`src/include/alu_iq_config.svh`:
```
`ifndef ALU_IQ_CONFIG_SVH
`define ALU_IQ_CONFIG_SVH

// queue geometry
`define IQ_SIZE   4
`define IQ_AGE_W  3

// datapath widths
`define WORD_W    32
`define ROB_ID_W  5

// broadcast ports snooped by every entry
`define CDB_COUNT 2

`endif

```
`src/source/alu_iq_pkg.sv`:
```
`default_nettype none

`include "alu_iq_config.svh"

package alu_iq_pkg;

    typedef logic [`WORD_W-1:0]   word_t;
    typedef logic [`ROB_ID_W-1:0] rob_id_t;

    // ----------------------------------------------------------------------
    // supported integer operations
    typedef enum logic [3:0] {
        ALU_ADD  = 4'd0,
        ALU_SUB  = 4'd1,
        ALU_AND  = 4'd2,
        ALU_OR   = 4'd3,
        ALU_XOR  = 4'd4,
        ALU_SLL  = 4'd5,
        ALU_SRL  = 4'd6,
        ALU_SRA  = 4'd7,
        ALU_SLT  = 4'd8,
        ALU_SLTU = 4'd9
    } alu_op_t;

    // ----------------------------------------------------------------------
    // one source operand, value or producer tag
    typedef struct packed {
        word_t   value;
        rob_id_t tag;
        logic    valid;
    } iq_operand_t;

    // src[0] feeds alu a, src[1] feeds alu b
    typedef struct packed {
        alu_op_t           op;
        rob_id_t           dest;
        iq_operand_t [1:0] src;
    } dispatch_info_t;

    typedef struct packed {
        word_t   data;
        rob_id_t tag;
        logic    valid;
    } cdb_info_t;

    // toward writeback FIFO
    typedef struct packed {
        word_t   data;
        rob_id_t dest;
    } alu_result_t;

endpackage

`default_nettype wire

```
`src/source/alu_iq.sv`:
```
`timescale 1ns/10ps
`default_nettype none

`include "alu_iq_config.svh"

module alu_iq
    import alu_iq_pkg::*;
(
    input  logic                        clk,
    input  logic                        rst_i,
    input  logic                        flush_i,
    input  logic                        dispatch_valid_i,
    input  dispatch_info_t              dispatch_i,
    output logic                        iq_ready_o,
    input  cdb_info_t [`CDB_COUNT-1:0]  cdb_i,
    output logic                        result_valid_o,
    output alu_result_t                 result_o,
    input  logic                        result_ready_i
);

    localparam int CNT_W = $clog2(`IQ_SIZE + 1);

    logic [`IQ_SIZE-1:0]            entry_valid;
    logic [`IQ_SIZE-1:0]            entry_ready;
    dispatch_info_t [`IQ_SIZE-1:0]  entry_info;
    logic [`IQ_SIZE-1:0]            alloc_vec;
    logic [`IQ_SIZE-1:0]            grant_vec;
    logic [`IQ_SIZE-1:0]            issue_vec;
    logic [CNT_W-1:0]               free_cnt;
    logic                           alloc_found;
    logic                           dispatch_fire;

    // ----------------------------------------------------------------------
    // allocation
    always_comb begin
        free_cnt = '0;
        for (int i = 0; i < `IQ_SIZE; i++) begin
            free_cnt = free_cnt + CNT_W'(!entry_valid[i]);
        end
    end

    assign iq_ready_o    = (free_cnt != '0);
    assign dispatch_fire = dispatch_valid_i && iq_ready_o;

    // lowest empty slot takes the dispatch
    always_comb begin
        alloc_vec   = '0;
        alloc_found = 1'b0;
        for (int i = 0; i < `IQ_SIZE; i++) begin
            if (!entry_valid[i] && !alloc_found) begin
                alloc_found  = 1'b1;
                alloc_vec[i] = dispatch_fire;
            end
        end
    end

    // ----------------------------------------------------------------------
    // queue slots and picker
    for (genvar i = 0; i < `IQ_SIZE; i++) begin : gen_entry
        iq_entry entry_i (
            .clk        (clk),
            .rst_i      (rst_i),
            .flush_i    (flush_i),
            .alloc_i    (alloc_vec[i]),
            .issue_i    (issue_vec[i]),
            .dispatch_i (dispatch_i),
            .cdb_i      (cdb_i),
            .valid_o    (entry_valid[i]),
            .ready_o    (entry_ready[i]),
            .info_o     (entry_info[i])
        );
    end

    iq_age_select age_select_i (
        .clk     (clk),
        .rst_i   (rst_i),
        .flush_i (flush_i),
        .alloc_i (alloc_vec),
        .ready_i (entry_ready),
        .grant_o (grant_vec)
    );

    // ----------------------------------------------------------------------
    // issue stage
    logic           res_adv;
    logic           iss_adv;
    logic           iss_valid_q;
    dispatch_info_t iss_info_q;
    dispatch_info_t sel_info;

    assign res_adv   = !result_valid_o || result_ready_i;
    assign iss_adv   = !iss_valid_q || res_adv;
    // grant only leaves the queue when the issue register takes it
    assign issue_vec = grant_vec & {`IQ_SIZE{iss_adv}};

    always_comb begin
        sel_info = '0;
        for (int i = 0; i < `IQ_SIZE; i++) begin
            if (grant_vec[i]) begin
                sel_info = entry_info[i];
            end
        end
    end

    always_ff @(posedge clk) begin
        if (rst_i || flush_i) begin
            iss_valid_q <= 1'b0;
        end else if (iss_adv) begin
            iss_valid_q <= |grant_vec;
        end
    end

    always_ff @(posedge clk) begin
        if (iss_adv) begin
            iss_info_q <= sel_info;
        end
    end

    // ----------------------------------------------------------------------
    // execute and result register
    word_t       alu_res;
    alu_result_t res_q;

    alu_unit alu_i (
        .op_i  (iss_info_q.op),
        .a_i   (iss_info_q.src[0].value),
        .b_i   (iss_info_q.src[1].value),
        .res_o (alu_res)
    );

    always_ff @(posedge clk) begin
        if (rst_i || flush_i) begin
            result_valid_o <= 1'b0;
        end else if (res_adv) begin
            result_valid_o <= iss_valid_q;
        end
    end

    always_ff @(posedge clk) begin
        if (res_adv) begin
            res_q.data <= alu_res;
            res_q.dest <= iss_info_q.dest;
        end
    end

    assign result_o = res_q;

    // ----------------------------------------------------------------------
    // interface checks
    a_dispatch_when_ready : assert property (
        @(posedge clk) disable iff (rst_i)
        dispatch_valid_i |-> iq_ready_o
    );

    a_result_hold : assert property (
        @(posedge clk) disable iff (rst_i || flush_i)
        (result_valid_o && !result_ready_i) |=> (result_valid_o && $stable(result_o))
    );

endmodule

`default_nettype wire

```
`src/source/alu_unit.sv`:
```
`timescale 1ns/10ps
`default_nettype none

module alu_unit
    import alu_iq_pkg::*;
(
    input  alu_op_t op_i,
    input  word_t   a_i,
    input  word_t   b_i,
    output word_t   res_o
);

    logic [4:0] shamt;
    logic       lt_signed;
    logic       lt_unsigned;

    assign shamt       = b_i[4:0];
    assign lt_signed   = $signed(a_i) < $signed(b_i);
    assign lt_unsigned = a_i < b_i;

    always_comb begin
        case (op_i)
            ALU_ADD: begin
                res_o = a_i + b_i;
            end
            ALU_SUB: begin
                res_o = a_i - b_i;
            end
            ALU_AND: begin
                res_o = a_i & b_i;
            end
            ALU_OR: begin
                res_o = a_i | b_i;
            end
            ALU_XOR: begin
                res_o = a_i ^ b_i;
            end
            // shifts only look at the low five bits of b
            ALU_SLL: begin
                res_o = a_i << shamt;
            end
            ALU_SRL: begin
                res_o = a_i >> shamt;
            end
            ALU_SRA: begin
                res_o = word_t'($signed(a_i) >>> shamt);
            end
            // compares give 0 or 1
            ALU_SLT: begin
                res_o = word_t'(lt_signed);
            end
            ALU_SLTU: begin
                res_o = word_t'(lt_unsigned);
            end
            default: begin
                res_o = '0;
            end
        endcase
    end

endmodule

`default_nettype wire

```
`src/source/iq_age_select.sv`:
```
`timescale 1ns/10ps
`default_nettype none

`include "alu_iq_config.svh"

module iq_age_select (
    input  logic                   clk,
    input  logic                   rst_i,
    input  logic                   flush_i,
    input  logic [`IQ_SIZE-1:0]    alloc_i,
    input  logic [`IQ_SIZE-1:0]    ready_i,
    output logic [`IQ_SIZE-1:0]    grant_o
);

    localparam int IDX_W = (`IQ_SIZE > 1) ? $clog2(`IQ_SIZE) : 1;

    logic [`IQ_SIZE-1:0][`IQ_AGE_W-1:0] age_q;
    logic                               sel_found;
    logic [`IQ_AGE_W-1:0]               sel_age;
    logic [IDX_W-1:0]                   sel_idx;

    // ----------------------------------------------------------------------
    // saturating age per slot
    always_ff @(posedge clk) begin
        if (rst_i || flush_i) begin
            age_q <= '0;
        end else begin
            for (int i = 0; i < `IQ_SIZE; i++) begin
                if (alloc_i[i]) begin
                    age_q[i] <= '0;
                end else if (age_q[i] != '1) begin
                    age_q[i] <= age_q[i] + 1'b1;
                end
            end
        end
    end

    // ----------------------------------------------------------------------
    // oldest ready wins, strict compare keeps ties on the lower index
    always_comb begin
        sel_found = 1'b0;
        sel_age   = '0;
        sel_idx   = '0;
        for (int i = 0; i < `IQ_SIZE; i++) begin
            if (ready_i[i] && (!sel_found || (age_q[i] > sel_age))) begin
                sel_found = 1'b1;
                sel_age   = age_q[i];
                sel_idx   = IDX_W'(i);
            end
        end
        grant_o = '0;
        if (sel_found) begin
            grant_o[sel_idx] = 1'b1;
        end
    end

    a_grant_legal : assert property (
        @(posedge clk) disable iff (rst_i)
        $onehot0(grant_o) && ((grant_o & ~ready_i) == '0)
    );

endmodule

`default_nettype wire

```
`src/source/iq_entry.sv`:
```
`timescale 1ns/10ps
`default_nettype none

`include "alu_iq_config.svh"

module iq_entry
    import alu_iq_pkg::*;
(
    input  logic                            clk,
    input  logic                            rst_i,
    input  logic                            flush_i,
    input  logic                            alloc_i,
    input  logic                            issue_i,
    input  dispatch_info_t                  dispatch_i,
    input  cdb_info_t [`CDB_COUNT-1:0]      cdb_i,
    output logic                            valid_o,
    output logic                            ready_o,
    output dispatch_info_t                  info_o
);

    logic           valid_q;
    dispatch_info_t info_q;
    dispatch_info_t info_d;

    // ----------------------------------------------------------------------
    // occupancy
    always_ff @(posedge clk) begin
        if (rst_i || flush_i) begin
            valid_q <= 1'b0;
        end else if (alloc_i) begin
            valid_q <= 1'b1;
        end else if (issue_i) begin
            valid_q <= 1'b0;
        end
    end

    // ----------------------------------------------------------------------
    // operand wakeup
    // new dispatch also snoops the bus in its own alloc cycle
    always_comb begin
        info_d = alloc_i ? dispatch_i : info_q;
        for (int s = 0; s < 2; s++) begin
            for (int c = 0; c < `CDB_COUNT; c++) begin
                if (!info_d.src[s].valid && cdb_i[c].valid &&
                    (cdb_i[c].tag == info_d.src[s].tag)) begin
                    info_d.src[s].value = cdb_i[c].data;
                    info_d.src[s].valid = 1'b1;
                end
            end
        end
    end

    // payload only moves while the slot is in use
    always_ff @(posedge clk) begin
        if (alloc_i || valid_q) begin
            info_q <= info_d;
        end
    end

    assign valid_o = valid_q;
    assign ready_o = valid_q && info_q.src[0].valid && info_q.src[1].valid;
    assign info_o  = info_q;

    // ----------------------------------------------------------------------
    // allocation targets empty slots, the picker only grants filled ones
    a_no_alloc_on_issue : assert property (
        @(posedge clk) disable iff (rst_i)
        !(alloc_i && issue_i)
    );

endmodule

`default_nettype wire

```
`config.mk`:
```
export PLATFORM = sky130hd
export DESIGN_NAME = alu_iq
export DESIGN_NICKNAME = d
export VERILOG_FILES = /design/src/source/alu_iq_pkg.sv /design/src/source/alu_iq.sv /design/src/source/alu_unit.sv /design/src/source/iq_age_select.sv /design/src/source/iq_entry.sv
export VERILOG_INCLUDE_DIRS = /design/src /design/src/include
export SDC_FILE = /design/constraint.sdc
export NUM_CORES = 2
export LEC_CHECK = 0
export BUFFER_PORTS_ARGS = -buffer_cell sky130_fd_sc_hd__buf_2
export CELL_PAD_IN_SITES_DETAIL_PLACEMENT = 1
export CELL_PAD_IN_SITES_GLOBAL_PLACEMENT = 1
export CORE_MARGIN = 2
export CORE_UTILIZATION = 49
export CTS_CLUSTER_DIAMETER = 60
export DETAILED_ROUTE_END_ITERATION = 8
export PLACE_DENSITY = 0.93
export SLEW_MARGIN = 10
export SYNTH_ARGS = -nofsm -noshare
export SYNTH_HDL_FRONTEND = slang
export SYNTH_SLANG_ARGS = --single-unit
```
`constraint.sdc`:
```
create_clock -name clk -period 6.6 [get_ports clk]
set_input_delay 1.32 -clock clk [delete_from_list [all_inputs] [get_ports clk]]
set_output_delay 1.32 -clock clk [all_outputs]
set_load 0.01 [all_outputs]
```
==> impl_summary.txt <==
----------------------------------------------------
[STA]
  Number of setup violations in the final report ... 0
  Upper clock frequency limit ... between 0.15 and 0.2 GHz
  Fin crit period ... 6.19 ns
  Ratio of final minimum period to clock period ... a little over nine tenths
  Count of endpoints failing hold in the final timing report ... 0
  Setup TNS after final layout ... 0 ns
  Unrepaired setup endpoints after global routing ... no
  Worst relative slew slack ... between 20% and 30%
  Clock tree skew after final layout ... about 0.072 ns
  Actual transition at the worst max-transition pin ... 1.17 ns
  Final Max Slew Viols ... 0

[GRT]
  Largest net degree at the start of global routing ... 84
  Global-route wire length before repair ... around 220000 um
  Number of antenna violations at the first check in global routing ... 17
  Vias in the first global route ... 33.8k
  Total grt overflow ... 0
  Global Route Usage Sum ... 40.7%

[Layout]
  Commonest cells after routing, fill and taps aside ... 450 x edfxtp_1, 358 x nor2_1, 318 x nand2_1
  Final core occ ... approximately 54%
  P&R area growth vs syn ... 10.4%
  Final std cell area, no fill ... 36400 um^2
  Commonest non-fill, non-tap cell in the layout ... edfxtp_1
  Share of post-route cells with drive strength above 1 ... 14.1%
  Number of nets in the final layout ... 3862

[Drt]
  Via count ... about 33k
  Routed WL ... roughly 150000 um
  Vias per cell ... around 7.4
  Routed length per instance ... between 30 and 40 um
  DRC errors left ... 0
  Number of detailed-routing iterations run before antenna repair ... 9
  Antenna-violating nets left ... 0
  DRC violation total after the first TritonRoute iteration ... 5522

[Place]
  Total cell area at the placement stage ... between 30000 and 40000 um^2
  HPWL after detailed placement ... around 94000 um
  Last weighted congestion value of the routability-driven placer ... roughly 1.0
  Number of buffers added on ports ... between 200 and 250

[Critical path]
  Worst-path fanout max ... 39
  Required time of the critical path ... 6.90 ns
  Critical Path Source Type ... flop
  Crit end category ... flop
  Minimum setup slack among reg-to-reg paths ... 0.41 ns
  Critical path class ... reg -> reg
  Data arrival time of the worst path ... between 6 and 7 ns

[Yosys]
  Synthesized instance count ... about 3.5k
  Syn Nets ... roughly 3.8k
  Cell area after synthesis ... roughly 33000 um^2
  Asr flop ratio synth ... 0%
  Number of enable-type register cells in the synthesized netlist ... between 400 and 500
  Flop and latch count out of synthesis ... about 470
  Number of library cell types mapped by synthesis ... 94
  Warnings, synthesis ... 0
  Largest cells by area after synthesis ... edfxtp_1 41%, ha_1 4.5%, nor2_1 4.1%, nand2_1 3.6%, o21ai_0 3.6%
  Sequential share of the synthesized area ... 42.1%
  Cell type contributing the most total cell area after synthesis ... edfxtp_1
  Syn avg cell area ... just over 9 um^2
  Yosys top cell area share ... about two fifths
  Primary FF master, synth ... edfxtp_1

[Die]
  Number of top-level pins ... between 200 and 250
  Overall die height ... 263 um
  Die outline area ... 69400 um^2
  Row count ... 95
  Chip width ... between 200 and 300 um
  Area of the core ... between 60000 and 70000 um^2
  Initial Utilization ... between 40% and 50%

[Power]
  PD cells ... roughly 200 nW/um^2
  Portion of total power attributed to combinational logic ... a little under an eighth
  Share of total power in the clock network ... around two fifths
  Net switching share of the total power ... between 20% and 30%
  Maximum resistive drop on vdd ... between 0.2 and 0.25 mV
  Share of power burned in registers ... about 46%
  Sw power ... 2.11 mW
  Internal portion of total power ... 5.29 mW
  Leakage ... 13.8 nW

[Clock tree]
  Total clock buffers created by CTS ... between 50 and 60
  Worst-Skew Late Latency ... 0.68 ns
  Maximum clock insertion buffer count ... 3
  Hold-fix buffers at CTS ... 0
  CTS H-tree depth ... 2
  Clock sink total ... between 400 and 500
  CTS clock-pin slew for the worst setup and hold paths ... around 0.060 ns
  Root Buffer ... clkbuf_16
  CTS tree ... built

[Job]
  Max Cap Viol ... 0

[Run status]
  Run status ... completed

[Worst hold path]
  Worst min-delay path class ... reg -> reg

----------------------------------------------------
cell usage after synthesis (30+ instances only):
library cell / number
edfxtp_1: 450
nor2_1: 364
nand2_1: 319
o21ai_0: 237
a21oi_1: 202
nand3_1: 198
clkbuf_1: 187
inv_1: 176
a31oi_1: 125
ha_1: 118
mux2i_1: 96
xnor2_1: 81
and3_1: 74
a221oi_1: 61
o211ai_1: 57
mux2_2: 56
buf_2: 51
a22o_1: 46
nor3_1: 43
mux4_2: 41
o21a_1: 39
mux2_1: 34
o21ai_1: 34
a211oi_1: 30
cells by family (layout without fill, tap and decap cells):
family	after synthesis	in the layout	synth area share [%]
buffers and inverters	472	556	5.92
and+or+nand+nor	1116	1117	15.4
other	0	18	0
DFF	468	468	42.1
muxes	227	227	8.78
AOI/OAI and AO/OA	1023	1023	20.4
xor gates and xnor gates	105	105	2.79
adders and majority gates	121	121	4.66
what timing repair did:
item                       CTS  global route
resized for setup            0             6
setup buffers                0             0
setup endpoints to repair    0            61
power groups by stage:
stage	Clock [mW]	Combinational, mW	Sequential (mW)
5_1_grt	3.17	0.925	3.42
3_5_place_dp	0	0.824	3.47
2_1_floorplan	0	0.468	3.45
6_report	3.09	0.891	3.42
3_3_place_gp	0	0.788	3.46
4_1_cts	3.06	0.843	3.41
metal layers:
layer	vias to the layer above	routed length, um	global-route usage (%)	share of wire, %
met4	2	12900	31.0	8.7
met3	966	20200	9.63	14
met2	3265	65300	63.3	44
met1	15800	49700	48.9	34
li1	13300	-	-	-
met5	-	17	0	0.011
worst max-delay path, stage by stage (launching register included):
cell and delay (ns):
dfxtp_1 0.68, inv_1 0.13, fa_1 0.50, ha_1 0.24
ha_1 0.36, o31a_2 0.39, nand2_4 0.30, mux2i_1 0.43
xnor2_1 0.14, nor4_1 0.55, and4b_1 0.35, buf_4 0.44
nor3b_2 0.14, buf_4 0.32, o21ai_0 0.33, nand2_1 0.11
buf_4 0.37
sequential cells by signal, summed over array words and instances (netlist names):
name	flops
gen_entry.entry_i.info_o	340
iss_info_q	73
result_o	37
age_select_i.age_q	12
gen_entry.entry_i.valid_o	4
iss_valid_q	1
result_valid_o	1
stage by stage:
stage                     power (mW)  setup slack, ns  std cells  hold WS (ns)
final                           7.40            0.412       4508         0.428
after global routing            7.51           0.0839       4506         0.432
after CTS                       7.32           0.0274       4489         0.429
after detailed placement        4.30            0.152       4390         0.417
after global placement          4.25            0.436       4390         0.431
after floorplan                 3.91            0.936       3532         0.400
layout make-up:
cell class | instances | area, um^2
multi-input cells | 2593 | 17400
repair buffers | 277 | 1600
fillers | 7566 | 30500
clock inverters | 31 | 309
clock buffers | 68 | 1450
diodes | 18 | 45.0
flip-flops and latches | 468 | 13900
well taps | 873 | 1090
inverters | 180 | 676
final timing paths:
| path | cells past startpoint | endpoint | start |
|---|---|---|---|
| worst max-delay path | 16 | gen_entry[1].entry_i.info_o[75] | gen_entry[3].entry_i.valid_o |
| worst min register to register | 0 | result_o[4] | iss_info_q[80] |
| worst max register to register | 16 | gen_entry[1].entry_i.info_o[75] | gen_entry[3].entry_i.valid_o |
| worst min-delay path | 0 | result_o[4] | iss_info_q[80] |
(Power assumes the default switching activity.)
